$ cat config.mk
export PLATFORM = sky130hd
export DESIGN_NAME = rv_decode_top
export DESIGN_NICKNAME = d
export VERILOG_FILES = /design/src/design/rv_decode_pkg.sv /design/src/design/decode_bus_if.sv /design/src/design/decode_config.sv /design/src/design/ctrl_decode.sv /design/src/design/imm_gen.sv /design/src/design/decode_out_reg.sv /design/src/design/rv_decode_top.sv
export SDC_FILE = /design/constraint.sdc
export NUM_CORES = 1
export LEC_CHECK = 0
export ABC_AREA = 0
export BUFFER_PORTS_ARGS = -buffer_cell sky130_fd_sc_hd__buf_4
export CAP_MARGIN = 20
export CELL_PAD_IN_SITES_DETAIL_PLACEMENT = 0
export CELL_PAD_IN_SITES_GLOBAL_PLACEMENT = 1
export CORE_MARGIN = 2
export CORE_UTILIZATION = 37
export CTS_CLUSTER_DIAMETER = 100
export DETAILED_ROUTE_END_ITERATION = 8
export PLACE_DENSITY = 0.83
export SLEW_MARGIN = 20
export SYNTH_ARGS = -nofsm -noshare
export SYNTH_HDL_FRONTEND = slang
export SYNTH_SLANG_ARGS = --single-unit
$ cat constraint.sdc
create_clock -name clk -period 6.2 [get_ports clk]
set_input_delay 1.24 -clock clk [delete_from_list [all_inputs] [get_ports clk]]
set_output_delay 1.24 -clock clk [all_outputs]
set_load 0.05 [all_outputs]
$ cat src/design/rv_decode_pkg.sv
package rv_decode_pkg;

    localparam int INST_WIDTH        = 32;
    localparam int REG_ADDR_WIDTH    = 5;
    localparam int DEFAULT_XLEN      = 64;
    localparam int DEFAULT_CNT_WIDTH = 16;

    typedef logic [INST_WIDTH-1:0]     inst_t;
    typedef logic [REG_ADDR_WIDTH-1:0] reg_addr_t;

    localparam inst_t EBREAK_INST = 32'h0010_0073;

    typedef enum logic [6:0] {
        OPC_OP        = 7'b0110011,
        OPC_OP_IMM    = 7'b0010011,
        OPC_OP_32     = 7'b0111011,
        OPC_OP_IMM_32 = 7'b0011011,
        OPC_LOAD      = 7'b0000011,
        OPC_STORE     = 7'b0100011,
        OPC_JAL       = 7'b1101111,
        OPC_JALR      = 7'b1100111,
        OPC_LUI       = 7'b0110111,
        OPC_AUIPC     = 7'b0010111,
        OPC_BRANCH    = 7'b1100011
    } opcode_e;

    typedef enum logic [4:0] {
        ALU_ADD, ALU_SUB, ALU_AND, ALU_OR, ALU_XOR,
        ALU_SLL, ALU_SRL, ALU_SRA, ALU_SLT, ALU_SLTU,
        ALU_MUL, ALU_DIV, ALU_DIVU, ALU_REM, ALU_REMU,
        ALU_EQ, ALU_NE, ALU_LT, ALU_GE, ALU_LTU, ALU_GEU    // branch compares
    } alu_op_e;

    typedef enum logic [1:0] {
        SRC_REG     = 2'd0,
        SRC_IMM     = 2'd1,
        SRC_PC_IMM  = 2'd2,
        SRC_PC_FOUR = 2'd3   // link value for jal / jalr
    } alu_src_e;

    typedef enum logic [2:0] {
        IMM_NONE    = 3'd0,
        IMM_I       = 3'd1,
        IMM_I_SHIFT = 3'd2,
        IMM_S       = 3'd3,
        IMM_B       = 3'd4,
        IMM_U       = 3'd5,
        IMM_J       = 3'd6
    } imm_sel_e;

    typedef enum logic [1:0] {
        MEM_BYTE   = 2'd0,
        MEM_HALF   = 2'd1,
        MEM_WORD   = 2'd2,
        MEM_DOUBLE = 2'd3   // same order as funct3[1:0]
    } mem_size_e;

    typedef struct packed {
        logic      branch;
        logic      jump;
        logic      jalr;
        logic      reg_wen;
        reg_addr_t reg_waddr;
        reg_addr_t reg1_raddr;
        reg_addr_t reg2_raddr;
        alu_op_e   alu_op;
        alu_src_e  alu_src;
        imm_sel_e  imm_sel;
        logic      word_op;        // 32-bit result, sign-extended
        logic      mem_read;
        logic      mem_write;
        mem_size_e mem_size;
        logic      load_unsigned;
        logic [7:0] wmask;
        logic      is_mul;
    } decode_ctrl_t;

endpackage

$ cat src/design/decode_bus_if.sv
`timescale 1ns/1ps

interface decode_bus_if #(
    parameter int XLEN = rv_decode_pkg::DEFAULT_XLEN
);

    logic                        valid;
    rv_decode_pkg::decode_ctrl_t ctrl;
    logic [XLEN-1:0]             imm;
    logic                        illegal;
    logic                        ebreak;

    modport dec (
        output valid, ctrl, illegal, ebreak
    );

    modport immg (
        input  ctrl,
        output imm
    );

    modport sink (
        input valid, ctrl, imm, illegal, ebreak
    );

endinterface

$ cat src/design/decode_config.sv
`timescale 1ns/1ps

module decode_config #(
    parameter int CNT_WIDTH = rv_decode_pkg::DEFAULT_CNT_WIDTH
) (
    input  logic                 clk,
    input  logic                 reset,
    input  logic                 cfg_wen,
    input  logic                 cfg_m_enable,
    input  logic                 out_valid,       // registered stage outputs
    input  logic                 illegal,
    output logic                 m_enable,
    output logic [CNT_WIDTH-1:0] illegal_count
);

    logic count_hit;
    logic count_full;

    assign count_hit  = out_valid && illegal;
    assign count_full = (illegal_count == {CNT_WIDTH{1'b1}});

    // M extension on out of reset
    always_ff @(posedge clk) begin
        if (reset) begin
            m_enable <= 1'b1;
        end else if (cfg_wen) begin
            m_enable <= cfg_m_enable;   // seen by the next decode
        end
    end

    always_ff @(posedge clk) begin
        if (reset) begin
            illegal_count <= '0;
        end else if (count_hit && !count_full) begin
            illegal_count <= illegal_count + 1'b1;   // saturates
        end
    end

endmodule

$ cat src/design/ctrl_decode.sv
`timescale 1ns/1ps

module ctrl_decode (
    input  logic                 inst_valid,
    input  rv_decode_pkg::inst_t inst,
    input  logic                 m_enable,
    decode_bus_if.dec            bus
);

    logic [6:0]                  opcode;
    logic [2:0]                  funct3;
    logic [6:0]                  funct7;
    rv_decode_pkg::reg_addr_t    rd;
    rv_decode_pkg::reg_addr_t    rs1;
    rv_decode_pkg::reg_addr_t    rs2;
    logic                        op32;
    logic                        word_f3_ok;
    logic [6:0]                  shift_hi;
    logic                        bad;
    logic                        is_ebreak;
    rv_decode_pkg::decode_ctrl_t ctrl;

    assign opcode = inst[6:0];
    assign rd     = inst[11:7];
    assign funct3 = inst[14:12];
    assign rs1    = inst[19:15];
    assign rs2    = inst[24:20];
    assign funct7 = inst[31:25];

    assign op32 = (opcode == rv_decode_pkg::OPC_OP_32) ||
                  (opcode == rv_decode_pkg::OPC_OP_IMM_32);
    assign word_f3_ok = (funct3 == 3'b000) || (funct3 == 3'b001) || (funct3 == 3'b101);
    assign shift_hi   = op32 ? funct7 : {inst[31:26], 1'b0};   // 6-bit shamt on rv64

    always_comb begin
        ctrl = '0;
        bad  = 1'b0;
        case (opcode)
            rv_decode_pkg::OPC_OP, rv_decode_pkg::OPC_OP_32: begin
                ctrl.reg_wen    = 1'b1;
                ctrl.reg_waddr  = rd;
                ctrl.reg1_raddr = rs1;
                ctrl.reg2_raddr = rs2;
                ctrl.word_op    = op32;
                if (funct7 == 7'b0000001) begin
                    bad = !m_enable;
                    case (funct3)
                        3'b000: begin
                            ctrl.alu_op = rv_decode_pkg::ALU_MUL;
                            ctrl.is_mul = 1'b1;
                        end
                        3'b100: ctrl.alu_op = rv_decode_pkg::ALU_DIV;
                        3'b101: ctrl.alu_op = rv_decode_pkg::ALU_DIVU;
                        3'b110: ctrl.alu_op = rv_decode_pkg::ALU_REM;
                        3'b111: ctrl.alu_op = rv_decode_pkg::ALU_REMU;
                        default: bad = 1'b1;   // no mulh family
                    endcase
                end else if (funct7 == 7'b0000000 || funct7 == 7'b0100000) begin
                    case (funct3)
                        3'b000: ctrl.alu_op = funct7[5] ? rv_decode_pkg::ALU_SUB
                                                        : rv_decode_pkg::ALU_ADD;
                        3'b001: ctrl.alu_op = rv_decode_pkg::ALU_SLL;
                        3'b010: ctrl.alu_op = rv_decode_pkg::ALU_SLT;
                        3'b011: ctrl.alu_op = rv_decode_pkg::ALU_SLTU;
                        3'b100: ctrl.alu_op = rv_decode_pkg::ALU_XOR;
                        3'b101: ctrl.alu_op = funct7[5] ? rv_decode_pkg::ALU_SRA
                                                        : rv_decode_pkg::ALU_SRL;
                        3'b110: ctrl.alu_op = rv_decode_pkg::ALU_OR;
                        default: ctrl.alu_op = rv_decode_pkg::ALU_AND;
                    endcase
                    // funct7[5] only selects sub and sra
                    if (funct7[5] && funct3 != 3'b000 && funct3 != 3'b101) begin
                        bad = 1'b1;
                    end
                    if (op32 && !word_f3_ok) begin
                        bad = 1'b1;
                    end
                end else begin
                    bad = 1'b1;
                end
            end
            rv_decode_pkg::OPC_OP_IMM, rv_decode_pkg::OPC_OP_IMM_32: begin
                ctrl.reg_wen    = 1'b1;
                ctrl.reg_waddr  = rd;
                ctrl.reg1_raddr = rs1;
                ctrl.alu_src    = rv_decode_pkg::SRC_IMM;
                ctrl.imm_sel    = rv_decode_pkg::IMM_I;
                ctrl.word_op    = op32;
                case (funct3)
                    3'b000: ctrl.alu_op = rv_decode_pkg::ALU_ADD;
                    3'b001: begin
                        ctrl.alu_op  = rv_decode_pkg::ALU_SLL;
                        ctrl.imm_sel = rv_decode_pkg::IMM_I_SHIFT;
                        bad          = (shift_hi != 7'b0000000);
                    end
                    3'b010: ctrl.alu_op = rv_decode_pkg::ALU_SLT;
                    3'b011: ctrl.alu_op = rv_decode_pkg::ALU_SLTU;
                    3'b100: ctrl.alu_op = rv_decode_pkg::ALU_XOR;
                    3'b101: begin
                        ctrl.alu_op  = inst[30] ? rv_decode_pkg::ALU_SRA
                                                : rv_decode_pkg::ALU_SRL;
                        ctrl.imm_sel = rv_decode_pkg::IMM_I_SHIFT;
                        bad = (shift_hi != 7'b0000000) && (shift_hi != 7'b0100000);
                    end
                    3'b110: ctrl.alu_op = rv_decode_pkg::ALU_OR;
                    default: ctrl.alu_op = rv_decode_pkg::ALU_AND;
                endcase
                if (op32 && !word_f3_ok) begin
                    bad = 1'b1;
                end
            end
            rv_decode_pkg::OPC_LOAD: begin
                ctrl.reg_wen       = 1'b1;
                ctrl.reg_waddr     = rd;
                ctrl.reg1_raddr    = rs1;
                ctrl.alu_src       = rv_decode_pkg::SRC_IMM;
                ctrl.imm_sel       = rv_decode_pkg::IMM_I;
                ctrl.mem_read      = 1'b1;
                ctrl.mem_size      = rv_decode_pkg::mem_size_e'(funct3[1:0]);
                ctrl.load_unsigned = funct3[2];
                bad                = (funct3 == 3'b111);   // no ldu
            end
            rv_decode_pkg::OPC_STORE: begin
                ctrl.reg1_raddr = rs1;
                ctrl.reg2_raddr = rs2;
                ctrl.alu_src    = rv_decode_pkg::SRC_IMM;
                ctrl.imm_sel    = rv_decode_pkg::IMM_S;
                ctrl.mem_write  = 1'b1;
                ctrl.mem_size   = rv_decode_pkg::mem_size_e'(funct3[1:0]);
                case (funct3[1:0])
                    2'b00: ctrl.wmask = 8'h01;
                    2'b01: ctrl.wmask = 8'h03;
                    2'b10: ctrl.wmask = 8'h0f;
                    default: ctrl.wmask = 8'hff;
                endcase
                bad = funct3[2];
            end
            rv_decode_pkg::OPC_JAL: begin
                ctrl.jump      = 1'b1;
                ctrl.reg_wen   = 1'b1;
                ctrl.reg_waddr = rd;
                ctrl.alu_src   = rv_decode_pkg::SRC_PC_FOUR;
                ctrl.imm_sel   = rv_decode_pkg::IMM_J;
            end
            rv_decode_pkg::OPC_JALR: begin
                ctrl.jump       = 1'b1;
                ctrl.jalr       = 1'b1;
                ctrl.reg_wen    = 1'b1;
                ctrl.reg_waddr  = rd;
                ctrl.reg1_raddr = rs1;   // target base
                ctrl.alu_src    = rv_decode_pkg::SRC_PC_FOUR;
                ctrl.imm_sel    = rv_decode_pkg::IMM_I;
                bad             = (funct3 != 3'b000);
            end
            rv_decode_pkg::OPC_LUI: begin
                ctrl.reg_wen   = 1'b1;
                ctrl.reg_waddr = rd;
                ctrl.alu_src   = rv_decode_pkg::SRC_IMM;   // x0 + imm
                ctrl.imm_sel   = rv_decode_pkg::IMM_U;
            end
            rv_decode_pkg::OPC_AUIPC: begin
                ctrl.reg_wen   = 1'b1;
                ctrl.reg_waddr = rd;
                ctrl.alu_src   = rv_decode_pkg::SRC_PC_IMM;
                ctrl.imm_sel   = rv_decode_pkg::IMM_U;
            end
            rv_decode_pkg::OPC_BRANCH: begin
                ctrl.branch     = 1'b1;
                ctrl.reg1_raddr = rs1;
                ctrl.reg2_raddr = rs2;
                ctrl.imm_sel    = rv_decode_pkg::IMM_B;
                case (funct3)
                    3'b000: ctrl.alu_op = rv_decode_pkg::ALU_EQ;
                    3'b001: ctrl.alu_op = rv_decode_pkg::ALU_NE;
                    3'b100: ctrl.alu_op = rv_decode_pkg::ALU_LT;
                    3'b101: ctrl.alu_op = rv_decode_pkg::ALU_GE;
                    3'b110: ctrl.alu_op = rv_decode_pkg::ALU_LTU;
                    3'b111: ctrl.alu_op = rv_decode_pkg::ALU_GEU;
                    default: bad = 1'b1;
                endcase
            end
            default: bad = 1'b1;   // ebreak lands here too
        endcase
        if (bad) begin
            ctrl = '0;
        end
    end

    assign is_ebreak   = (inst == rv_decode_pkg::EBREAK_INST);
    assign bus.valid   = inst_valid;
    assign bus.ctrl    = ctrl;
    assign bus.illegal = bad && !is_ebreak;
    assign bus.ebreak  = is_ebreak;

endmodule

$ cat src/design/imm_gen.sv
`timescale 1ns/1ps

module imm_gen #(
    parameter int XLEN = rv_decode_pkg::DEFAULT_XLEN
) (
    input  rv_decode_pkg::inst_t inst,
    decode_bus_if.immg           bus
);

    logic [31:0] imm_i;
    logic [31:0] imm_sh;
    logic [31:0] imm_s;
    logic [31:0] imm_b;
    logic [31:0] imm_u;
    logic [31:0] imm_j;
    logic [31:0] imm32;

    assign imm_i  = {{20{inst[31]}}, inst[31:20]};
    assign imm_sh = {26'b0, inst[25:20]};   // shamt, never negative
    assign imm_s  = {{20{inst[31]}}, inst[31:25], inst[11:7]};
    assign imm_b  = {{19{inst[31]}}, inst[31], inst[7], inst[30:25], inst[11:8], 1'b0};
    assign imm_u  = {inst[31:12], 12'b0};
    assign imm_j  = {{11{inst[31]}}, inst[31], inst[19:12], inst[20], inst[30:21], 1'b0};

    always_comb begin
        case (bus.ctrl.imm_sel)
            rv_decode_pkg::IMM_I:       imm32 = imm_i;
            rv_decode_pkg::IMM_I_SHIFT: imm32 = imm_sh;
            rv_decode_pkg::IMM_S:       imm32 = imm_s;
            rv_decode_pkg::IMM_B:       imm32 = imm_b;
            rv_decode_pkg::IMM_U:       imm32 = imm_u;
            rv_decode_pkg::IMM_J:       imm32 = imm_j;
            default:                    imm32 = 32'b0;
        endcase
    end

    // bit 31 carries the sign for every format
    assign bus.imm = XLEN'($signed(imm32));

endmodule

$ cat src/design/decode_out_reg.sv
`timescale 1ns/1ps

module decode_out_reg #(
    parameter int XLEN = rv_decode_pkg::DEFAULT_XLEN
) (
    input  logic                        clk,
    input  logic                        reset,
    decode_bus_if.sink                  bus,
    output logic                        out_valid,
    output rv_decode_pkg::decode_ctrl_t ctrl_q,
    output logic [XLEN-1:0]             imm_q,
    output logic                        illegal_q,
    output logic                        ebreak_q
);

    always_ff @(posedge clk) begin
        if (reset) begin
            out_valid <= 1'b0;
        end else begin
            out_valid <= bus.valid;
        end
    end

    always_ff @(posedge clk) begin
        if (reset) begin
            ctrl_q    <= '0;
            imm_q     <= '0;
            illegal_q <= 1'b0;
            ebreak_q  <= 1'b0;
        end else if (bus.valid) begin
            ctrl_q    <= bus.ctrl;
            imm_q     <= bus.imm;
            illegal_q <= bus.illegal;
            ebreak_q  <= bus.ebreak;
        end else begin
            // idle cycle, keep outputs quiet
            ctrl_q    <= '0;
            imm_q     <= '0;
            illegal_q <= 1'b0;
            ebreak_q  <= 1'b0;
        end
    end

endmodule

$ cat src/design/rv_decode_top.sv
`timescale 1ns/1ps

module rv_decode_top #(
    parameter int XLEN      = rv_decode_pkg::DEFAULT_XLEN,
    parameter int CNT_WIDTH = rv_decode_pkg::DEFAULT_CNT_WIDTH
) (
    input  logic                      clk,
    input  logic                      reset,
    input  logic                      inst_valid,
    input  rv_decode_pkg::inst_t      inst,
    input  logic                      cfg_wen,
    input  logic                      cfg_m_enable,
    output logic                      out_valid,
    output logic                      branch,
    output logic                      jump,
    output logic                      jalr,
    output logic                      reg_wen,
    output rv_decode_pkg::reg_addr_t  reg_waddr,
    output rv_decode_pkg::reg_addr_t  reg1_raddr,
    output rv_decode_pkg::reg_addr_t  reg2_raddr,
    output rv_decode_pkg::alu_op_e    alu_op,
    output rv_decode_pkg::alu_src_e   alu_src,
    output logic [XLEN-1:0]           imm,
    output logic                      word_op,
    output logic                      mem_read,
    output logic                      mem_write,
    output rv_decode_pkg::mem_size_e  mem_size,
    output logic                      load_unsigned,
    output logic [7:0]                wmask,
    output logic                      is_mul,
    output logic                      ebreak,
    output logic                      illegal,
    output logic [CNT_WIDTH-1:0]      illegal_count
);

    rv_decode_pkg::decode_ctrl_t ctrl_q;
    logic                        m_enable;

    decode_bus_if #(.XLEN(XLEN)) dec_bus ();

    decode_config #(.CNT_WIDTH(CNT_WIDTH)) decode_config_inst (
        .clk(clk), .reset(reset),
        .cfg_wen(cfg_wen), .cfg_m_enable(cfg_m_enable),
        .out_valid(out_valid), .illegal(illegal),
        .m_enable(m_enable), .illegal_count(illegal_count)
    );

    ctrl_decode ctrl_decode_inst (
        .inst_valid(inst_valid), .inst(inst), .m_enable(m_enable), .bus(dec_bus.dec)
    );

    imm_gen #(.XLEN(XLEN)) imm_gen_inst (.inst(inst), .bus(dec_bus.immg));

    decode_out_reg #(.XLEN(XLEN)) decode_out_reg_inst (
        .clk(clk), .reset(reset), .bus(dec_bus.sink),
        .out_valid(out_valid), .ctrl_q(ctrl_q), .imm_q(imm),
        .illegal_q(illegal), .ebreak_q(ebreak)
    );

    // registered struct out to flat ports
    assign branch        = ctrl_q.branch;
    assign jump          = ctrl_q.jump;
    assign jalr          = ctrl_q.jalr;
    assign reg_wen       = ctrl_q.reg_wen;
    assign reg_waddr     = ctrl_q.reg_waddr;
    assign reg1_raddr    = ctrl_q.reg1_raddr;
    assign reg2_raddr    = ctrl_q.reg2_raddr;
    assign alu_op        = ctrl_q.alu_op;
    assign alu_src       = ctrl_q.alu_src;
    assign word_op       = ctrl_q.word_op;
    assign mem_read      = ctrl_q.mem_read;
    assign mem_write     = ctrl_q.mem_write;
    assign mem_size      = ctrl_q.mem_size;
    assign load_unsigned = ctrl_q.load_unsigned;
    assign wmask         = ctrl_q.wmask;
    assign is_mul        = ctrl_q.is_mul;

endmodule

# Word level (Yosys, flattened, before mapping)
# Cells that the tools add are included.
word_totals:
  regBits: 93
  in_bits: 37
  output_inout_bits: 124
  elab_cells: 148
op_classes:
  add_sub_neg: 1
  n_eq_ne: 32
  muxes: 38
  n_bitwise: 10
  n_reduce_logical: 45
op_table:
  columns: ["cell", "n"]
  rows:
  - ["case mux 32 bit (6 select lines)", 1]
  - ["case mux 5 bit (7 select lines)", 2]
  - ["OR reduction 4 bit", 9]
  - ["equality test 7 x 6 -> 1 bit (second input constant)", 5]
  - ["equality test 32 x 21 -> 1 bit (second input constant)", 1]
  - ["case mux 5 bit (6 select lines)", 1]
  - ["case mux 8 bit (3 select lines)", 1]
  - ["equality test 3 bit (second input constant)", 7]
  - ["equality test 7 x 5 -> 1 bit (second input constant)", 3]
  - ["equality test 7 bit (second input constant)", 3]
  - ["two-way mux 1 bit", 20]
  - ["case mux 4 bit (5 select lines)", 1]
  - ["two-way mux 18 bit", 1]
  - ["case mux 3 bit (6 select lines)", 1]
  - ["adder 16 x 1 -> 16 bit (second input constant)", 1]
  - ["equality test 16 bit (second input constant)", 1]
  - ["OR reduction 2 bit", 8]
  - ["case mux 5 bit (3 select lines)", 1]
  - ["OR reduction 5 bit", 3]
  - ["equality test 3 x 2 -> 1 bit (second input constant)", 4]
  - ["two-way mux 5 bit", 2]
  - ["NOT 1 bit", 10]
  - ["OR reduction 9 bit", 1]
  - ["two-way mux 8 bit", 1]
  - ["23 further kinds", 38]

# Depth between registers and ports, before layout
# Gate-level depths: netlist of the first run.
logic_depth:
  depth_word: 12
  ltp_mapped: 9
  ltp_nobuf: 6

# By module
# A second synthesis of the first run with hierarchy kept.
hier_totals:
  cells_unflattened: 662
  hier_area_um2: 6511.2
modules_own_cells:
  columns: ["mod", "n_inst", "cells_each", "area_each_um2", "seq_area_each_um2"]
  rows:
  - ["decode_out_reg", 1, 246, 3398.3, 2222.1]
  - ["ctrl_decode", 1, 190, 1217.4, 0.0]
  - ["imm_gen", 1, 131, 1001.0, 0.0]
  - ["decode_config", 1, 95, 894.6, 340.3]

# Worst setup path after synthesis of the first run
# No wires, ideal clock.
synth_path:
  path_kind: "input port to flip-flop"
  startpoint: "in inst[29]"
  endpoint: "reg decode_out_reg_inst.ctrl_q[9] (netlist name)"
  setup_time_ns: 0.087
  t_arrival_ns: 3.414
  t_required_ns: 6.113
  slack_ns: 2.699
  cell_stages: 7
  path_buffers: 1
  path_cell_list: "or4_4 -> or3_1 -> o211a_1 -> a2111oi_4 -> nand2_2 -> buf_4 -> nor4b_2"
synth_between:
  elab_chain_cells: 6
  word_cells_on_any_way: 13
  cone_classes: "3 x eq/ne; 5 x mux; 5 x reduce/logical"
synth_rtl:
  columns: ["element", "line", "source"]
  rows:
  - ["start: declaration", "rv_decode_top.sv:10", "input rv_decode_pkg::inst_t inst,"]
  - ["!= test 7 x 6 -> 1 bit, or another cell as far along", "ctrl_decode.sv:103", "bad = (shift_hi != 7'b0000000) && (shift_hi != 7'b0100000);"]
  - ["logical AND 1 bit / logical OR 1 bit (equally long branches)", "ctrl_decode.sv:103, ctrl_decode.sv:58", null]
  - ["case mux 1 bit (2 select lines) / two-way mux 1 bit (equally long branches)", "ctrl_decode.sv:89, ctrl_decode.sv:58", null]
  - ["two-way mux 1 bit (on tied branches)", "ctrl_decode.sv:108, ctrl_decode.sv:45", null]
  - ["case mux 1 bit (7 select lines) (*)", "ctrl_decode.sv:38", "case (opcode)"]
  - ["OR reduction 4 bit (no line) (*)", null, null]
# Mark *: on every way between the ends. The rest lies on a longest branch, timed or not.
# A chain may end at the register's enable or synchronous reset.

# Worst setup path in the final report of the first run
layout_path:
  startpoint: "in inst[3]"
  endpoint: "reg decode_out_reg_inst.imm_q[23]"
layout_between:
  elab_chain_cells: 11
  word_cells_on_any_way: 37
  cone_classes: "18 x eq/ne; 10 x mux; 9 x reduce/logical"
layout_rtl:
  columns: ["element", "line", "source"]
  rows:
  - ["equality test 7 x 6 -> 1 bit / equality test 7 x 5 -> 1 bit (equally long branches)", "ctrl_decode.sv:30, ctrl_decode.sv:38, ctrl_decode.sv:31", null]
  - ["logical OR 1 bit", "ctrl_decode.sv:30", "assign op32 = (opcode == rv_decode_pkg::OPC_OP_32) ||"]
  - ["two-way mux 1 bit", "ctrl_decode.sv:33", "assign shift_hi = op32 ? funct7 : {inst[31:26], 1'b0};"]
  - ["!= test 7 x 6 -> 1 bit / nonzero test 7 bit (equally long branches)", "ctrl_decode.sv:103, ctrl_decode.sv:94", null]
  - ["logical AND 1 bit", "ctrl_decode.sv:103", null]
  - ["case mux 1 bit (2 select lines)", "ctrl_decode.sv:89", "case (funct3)"]
  - ["two-way mux 1 bit", "ctrl_decode.sv:108", "if (op32 && !word_f3_ok) begin"]
  - ["case mux 1 bit (7 select lines)", "ctrl_decode.sv:38", null]
  - ["two-way mux 18 bit (*)", "ctrl_decode.sv:184", "if (bad) begin"]
  - ["equality test 3 bit, or another cell as far along", "imm_gen.sv:26", "case (bus.ctrl.imm_sel)"]
  - ["case mux 32 bit (6 select lines) (*)", "imm_gen.sv:26", null]
  - ["end signal: assignment", "decode_out_reg.sv:32", "imm_q <= bus.imm;"]
  - ["end: declaration", "decode_out_reg.sv:11", "output logic [XLEN-1:0] imm_q,"]
# Marks and branches as above.

==> results.sh, run 1 <==
export IMPL_outcome="finished, final reports clean"
export IMPL_synth_edf_count=0
export IMPL_port_buffer_count=160
export IMPL_clock_latency_ns=0.37
export IMPL_clk_pin_slew_ns=0.09
export IMPL_grt_max_degree=34
export IMPL_rows=37
export IMPL_worstPathArrival_ns=4.17
export IMPL_p_leak_uw=0.002154
export IMPL_synth_async_sr_flop_share_pct=0
export IMPL_routabilityCongestion=0.8985
export IMPL_dp_hpwl_mm=8.502
export IMPL_syn_num_nets=489
export IMPL_drcViolationCount=0
export IMPL_ioPinCount=161
export IMPL_cts_made_buffers=9
export IMPL_reg2reg_slack_ns=3.86
export IMPL_finalCritPeriodShare_pct=63.71
export IMPL_tns_ns=0
export IMPL_first_pass_iters=6
export IMPL_maxCapViolations=0
export IMPL_fin_crit_ns=3.950
export IMPL_ir_worst_vdd_mv=0.1189
export IMPL_die_h_um=107.8
export IMPL_postSynthCellCount=451
export IMPL_htreeDepth=3
export IMPL_ys_warn_count=0
export IMPL_ctsLongestPathBuffers=2
export IMPL_setup_violations_final=0
export IMPL_swShare_pct=25.21
export IMPL_crit_fanout=18
export IMPL_synth_seq_area_share_pct=44.68
export IMPL_yosys_register_bits=89
export IMPL_ys_flop_type="dfxtp_1"
export IMPL_rsz0062_at_grt="false"
export IMPL_max_freq_mhz=253.2
export IMPL_vias_per_cell=5.183
export IMPL_worst_slew_pin_slew_ns=1.014
export IMPL_switchingPower_uw=271.5
export IMPL_synth_commonest_cells="89 x dfxtp_1, 38 x nand2_1, 37 x buf_4, 36 x nor2_1, 35 x a21oi_1"
export IMPL_drv_slew=0
export IMPL_hold_viol=0
export IMPL_area_growth_syn_to_layout_pct=30.62
export IMPL_powerDensity_nw_per_um2=206.8
export IMPL_cts_root_buf="clkbuf_8"
export IMPL_dieArea_um2=11620
export IMPL_drtAntennaViolNets=0
export IMPL_grt_pass1_wl_mm=17.24
export IMPL_drive_above_1_share_pct=34.68
export IMPL_core_um2=10420
export IMPL_synth_top_area_cell="dfxtp_1"
export IMPL_finalNetCount=601
export IMPL_cts_resized=0
export IMPL_num_antenna_cells=0
export IMPL_power_share_clock_pct=38.5
export IMPL_cts_hold_buf=0
export IMPL_p_int_uw=805.4
export IMPL_vias=3649
export IMPL_total_power_uw=1077
export IMPL_gr_usage_all_layers_pct=19.06
export IMPL_syn_area_um2=3988
export IMPL_hp_class="flop to flop"
export IMPL_grt_overflow=0
export IMPL_startpoint_type="primary input"
export IMPL_synth_most_common_cell="dfxtp_1"
export IMPL_yosysTopAreaCellShare_pct=44.68
export IMPL_die_w_um=107.8
export IMPL_seqPwrFrac_pct=53.3
export IMPL_cts_num_sinks=89
export IMPL_end_kind="flop"
export IMPL_antenna_found_initial=0
export IMPL_grt_pass1_vias=3315
export IMPL_drt_iter0_markers=301
export IMPL_required_ns=6.42
export IMPL_avgSynthCellArea_um2=8.842
export IMPL_synthDistinctLibCells=63
export IMPL_slew_headroom_pct=31.95
export IMPL_skew_ns=0.01389
export IMPL_wl_mm=11.36
export IMPL_initial_utilization_pct=38.28
export IMPL_critical_path_class="primary input to flop"
export IMPL_fillers=1008
export IMPL_avgRoutedWirePerCell_um=16.13
export IMPL_cts_tree="yes"
export IMPL_combPwrFrac_pct=8.1
export IMPL_postCtsSetupBuffers=0
export IMPL_synthTopCellsByArea="dfxtp_1 45%, buf_4 7.0%, a21oi_1 4.4%"
export IMPL_holdWs_ns=0.5357
==> power by group through the flow <==
stage	Clock [uW]	Combinational, uW	Sequential (uW)
after global routing	446	94.4	575
after CTS	423	86.7	575
after detailed placement	0	86.5	588
final	415	87.8	574
after floorplan	0	43.8	592
after global placement	0	86.2	588
==> through the flow <==
step	instance area, um2	utilization (%)	worst slack [ns]	cells
after detailed placement	5005	48.05	2.001	688
after global routing	5209	50.01	2.046	704
after CTS	5209	50.01	2.378	704
after global placement	5005	48.05	1.951	688
final	5209	50.01	2.250	704
after floorplan	3988	-	2.699	451
==> registers in the layout, summed over array words and instances, names as in the netlist <==
| register | count |
|---|---|
| decode_config_inst.m_enable | 1 |
| decode_out_reg_inst.ebreak_q | 1 |
| decode_out_reg_inst.ctrl_q | 37 |
| decode_out_reg_inst.illegal_q | 1 |
| decode_out_reg_inst.imm_q | 32 |
| decode_out_reg_inst.out_valid | 1 |
| decode_config_inst.illegal_count | 16 |
==> worst max-delay path: stages <==
cell and delay [ns]:
buf_4 0.17, nand4bb_1 0.42, or3_1 0.52, nor3b_1 0.71, nor4_1 0.23, o21ai_1 0.72, a21oi_1 0.15
==> metal layers <==
layer  GRT usage [%]  part of all wire, %
met1           24.09                   43
met2           32.43                   49
met5               0                    0
met3           4.177                  6.6
met4           5.586                  1.4
==> worst paths after layout <==
check,start,to,cells past startpoint
setup / recovery,inst[3],decode_out_reg_inst.imm_q[23],7
hold / removal,decode_config_inst.illegal_count[14],decode_config_inst.illegal_count[14],2
setup reg to reg,decode_config_inst.illegal_count[4],decode_config_inst.illegal_count[15],6
hold reg to reg,decode_config_inst.illegal_count[14],decode_config_inst.illegal_count[14],2
==> area by class of cell <==
class,instances,area [um2],area share [%]
inverter,4,15.01,0.2883
multi-input combinational,296,1814,34.83
tap,136,170.2,3.267
timing repair buffer,163,1224,23.49
clock buffer,11,141.4,2.714
sequential,89,1782,34.21
clock inverter,5,62.56,1.201
==> placed cells by master (no fill, tap or decap), types with 7 or more instances in the layout <==
master,count
nand2_1,38
nand4_1,7
nor3_1,19
dfxtp_1,89
nor2b_1,8
o21ai_0,13
clkbuf_8,10
a21oi_1,35
xor2_1,11
and3_1,9
nor2_1,36
nand3_1,12
buf_4,163
and2_1,20
==> kinds of logic (layout without fill, tap and decap cells) <==
family	Yosys count	count (layout)	synth area share [%]
AND/OR/NAND/NOR	195	195	27.71
XOR/XNOR	14	14	3.075
adder cells (fa/ha/maj)	1	1	0.3137
buffers and inverters	66	183	9.821
flip-flops	89	89	44.68
multiplexers	1	1	0.2510
AO/OA/AOI/OAI	85	85	14.15
No activity file was read; power rests on OpenSTA's default activity.
==> run 2, diff against run 1 <==
CORE_UTILIZATION = 35   (was 37)
PLACE_DENSITY = 0.79   (was 0.83)
clock period = 4.1 ns   (was 6.2 ns; I/O delays follow)
==> run 2 against run 1 <==
Net effect:
- first-iteration DRC count decreased by 17%
- non-clock buffer count increased by 2
- critical endpoint is now decode_out_reg_inst.ctrl_q[21]
- largest power group unchanged
- sequential power increased by 52%
- highest routed layer unchanged
==> results.sh, run 2 (synthesized netlist as in run 1, its figures left out) <==
export IMPL_grt_max_degree=34
export IMPL_antenna_found_initial=0
export IMPL_grt_overflow=0
export IMPL_vias_per_cell=5.117
export IMPL_drtAntennaViolNets=0
export IMPL_setup_violations_final=0
export IMPL_cp_top_family="simple AND/OR/NAND/NOR gates"
export IMPL_hp_class="flop to flop"
export IMPL_dp_hpwl_mm=8.640
export IMPL_critical_path_class="primary input to flop"
export IMPL_finalNetCount=603
export IMPL_rr_endpoint="decode_config_inst.illegal_count[13]"
export IMPL_worstPathArrival_ns=3.52
export IMPL_clock_latency_ns=0.34
export IMPL_slew_headroom_pct=34.11
export IMPL_grt_pass1_wl_mm=18.24
export IMPL_core_um2=10980
export IMPL_required_ns=4.33
export IMPL_die_w_um=110.7
export IMPL_largest_register="decode_out_reg_inst.ctrl_q"
export IMPL_max_freq_mhz=303.9
export IMPL_grt_pass1_vias=3472
export IMPL_r2r_cells=6
export IMPL_postCtsSetupBuffers=0
export IMPL_crit_slowest_cell="a2111oi_4"
export IMPL_startpoint_type="primary input"
export IMPL_worstReg2RegStart="decode_config_inst.illegal_count[3]"
export IMPL_crit_chain="buf_4 -> or4_4 -> or3_1 -> o211a_1 -> a2111oi_4 -> nand2_2 -> nor4_1"
export IMPL_initial_utilization_pct=36.31
export IMPL_reg_largest_list="decode_out_reg_inst.ctrl_q (37), decode_out_reg_inst.imm_q (32), decode_config_inst.illegal_count (16)"
export IMPL_worst_slew_pin_slew_ns=0.9818
export IMPL_powerDensity_nw_per_um2=342.2
export IMPL_fillers=1089
export IMPL_area_growth_syn_to_layout_pct=33.57
export IMPL_die_h_um=110.7
export IMPL_cts_made_buffers=9
export IMPL_layout_commonest_cell="buf_4"
export IMPL_rsz0062_at_grt="false"
export IMPL_htreeDepth=3
export IMPL_clk_pin_slew_ns=0.06
export IMPL_port_buffer_count=160
export IMPL_drcViolationCount=0
export IMPL_cp_startpoint="inst[29]"
export IMPL_largest_reg_flops=37
export IMPL_cp_slowest_stage_delay_ns=0.60
export IMPL_dieArea_um2=12260
export IMPL_cts_root_buf="clkbuf_16"
export IMPL_final_cell_mix="165 x buf_4, 89 x dfxtp_1, 38 x nand2_1"
export IMPL_ir_worst_vdd_mv=0.2618
export IMPL_gr_usage_all_layers_pct=18.26
export IMPL_drv_slew=0
export IMPL_finalCritPeriodShare_pct=80.24
export IMPL_path_depth=7
export IMPL_hold_viol=0
export IMPL_maxCapViolations=0
export IMPL_tns_ns=0
export IMPL_cts_num_sinks=89
export IMPL_end_kind="flop"
export IMPL_vias=3633
export IMPL_crit_fanout=21
export IMPL_rows=38
export IMPL_fin_crit_ns=3.290
export IMPL_first_pass_iters=4
export IMPL_cts_tree="yes"
export IMPL_ioPinCount=161
export IMPL_endpoint="decode_out_reg_inst.ctrl_q[21]"
export IMPL_cts_resized=0
export IMPL_dp_cells=694
export IMPL_place_area_um2=5025
export IMPL_multi_input_area_um2=1814
export IMPL_wl_mm=11.31
export IMPL_avgRoutedWirePerCell_um=15.93
export IMPL_outcome="finished, final reports clean"
export IMPL_ctsLongestPathBuffers=2
export IMPL_design_area_um2=5326
export IMPL_drt_iter0_markers=249
export IMPL_p_leak_uw=0.002212
export IMPL_cts_hold_buf=0
export IMPL_routabilityCongestion=0.8668
export IMPL_drive_above_1_share_pct=35.09
export IMPL_fin_cells=710
export IMPL_skew_ns=0.01149
export IMPL_reg2reg_slack_ns=1.79
export IMPL_crit_buf_inv=1
export IMPL_num_antenna_cells=0
export IMPL_final_seq_area_um2=1782
==> run 2: final cells by class <==
type,instances,area share (%)
clock inverter,7,1.433
clock buffer,9,4.228
multi-input combinational,296,34.06
timing repair buffer,165,23.26
inverter,4,0.2819
tap,140,3.289
sequential,89,33.45
==> run 2: report_power, final <==
group          internal, uW  switching [uW]  total (uW)  leakage (uW)
registers               867            2.69         870      0.000717
logic                  49.9            83.2         133       0.00135
clock network           476             344         820      0.000142
total                  1390             430        1820       0.00221
==> run 2: tightest hold or removal path: stages (launching register included) <==
cell and delay, ns:
dfxtp_1 0.36, xor2_1 0.07, nor2_1 0.07
==> run 2: layer usage <==
| metal | share of wire, % | global-route usage, % | wire length [um] | up-vias |
|---|---|---|---|---|
| met5 | 0 | 0 | 0 | - |
| met4 | 0.94 | 5.167 | 106 | 0 |
| met3 | 8.6 | 6.616 | 972 | 8 |
| met2 | 47 | 29.37 | 5295 | 172 |
| met1 | 44 | 23.09 | 4939 | 1671 |
| li1 | - | - | - | 1782 |
==> run 2: how the worst min path moves through the flow <==
stage / from / end / slack, ns / cells after the start
after floorplan: decode_config_inst.m_enable / decode_config_inst.m_enable / 0.53 / 2
after global placement: decode_config_inst.illegal_count[14] / decode_config_inst.illegal_count[14] / 0.51 / 2
after detailed placement: decode_config_inst.illegal_count[11] / decode_config_inst.illegal_count[11] / 0.53 / 2
after CTS: decode_config_inst.illegal_count[11] / decode_config_inst.illegal_count[11] / 0.54 / 2
after global routing: decode_config_inst.illegal_count[5] / decode_config_inst.illegal_count[5] / 0.58 / 2
final: decode_config_inst.illegal_count[5] / decode_config_inst.illegal_count[5] / 0.53 / 2
==> run 2: stage by stage <==
| step | hold WS, ns | power (uW) | setup slack, ns | utilization (%) |
|---|---|---|---|---|
| 2_1_floorplan | 0.5301 | 961.5 | 1.019 | - |
| 3_3_place_gp | 0.5093 | 1020 | 0.5226 | 45.75 |
| 3_5_place_dp | 0.5291 | 1021 | 0.4577 | 45.75 |
| 4_1_cts | 0.5447 | 1845 | 0.8076 | 48.50 |
| 5_1_grt | 0.5833 | 1899 | 0.6347 | 48.50 |
| 6_report | 0.5324 | 1823 | 0.8100 | 48.50 |
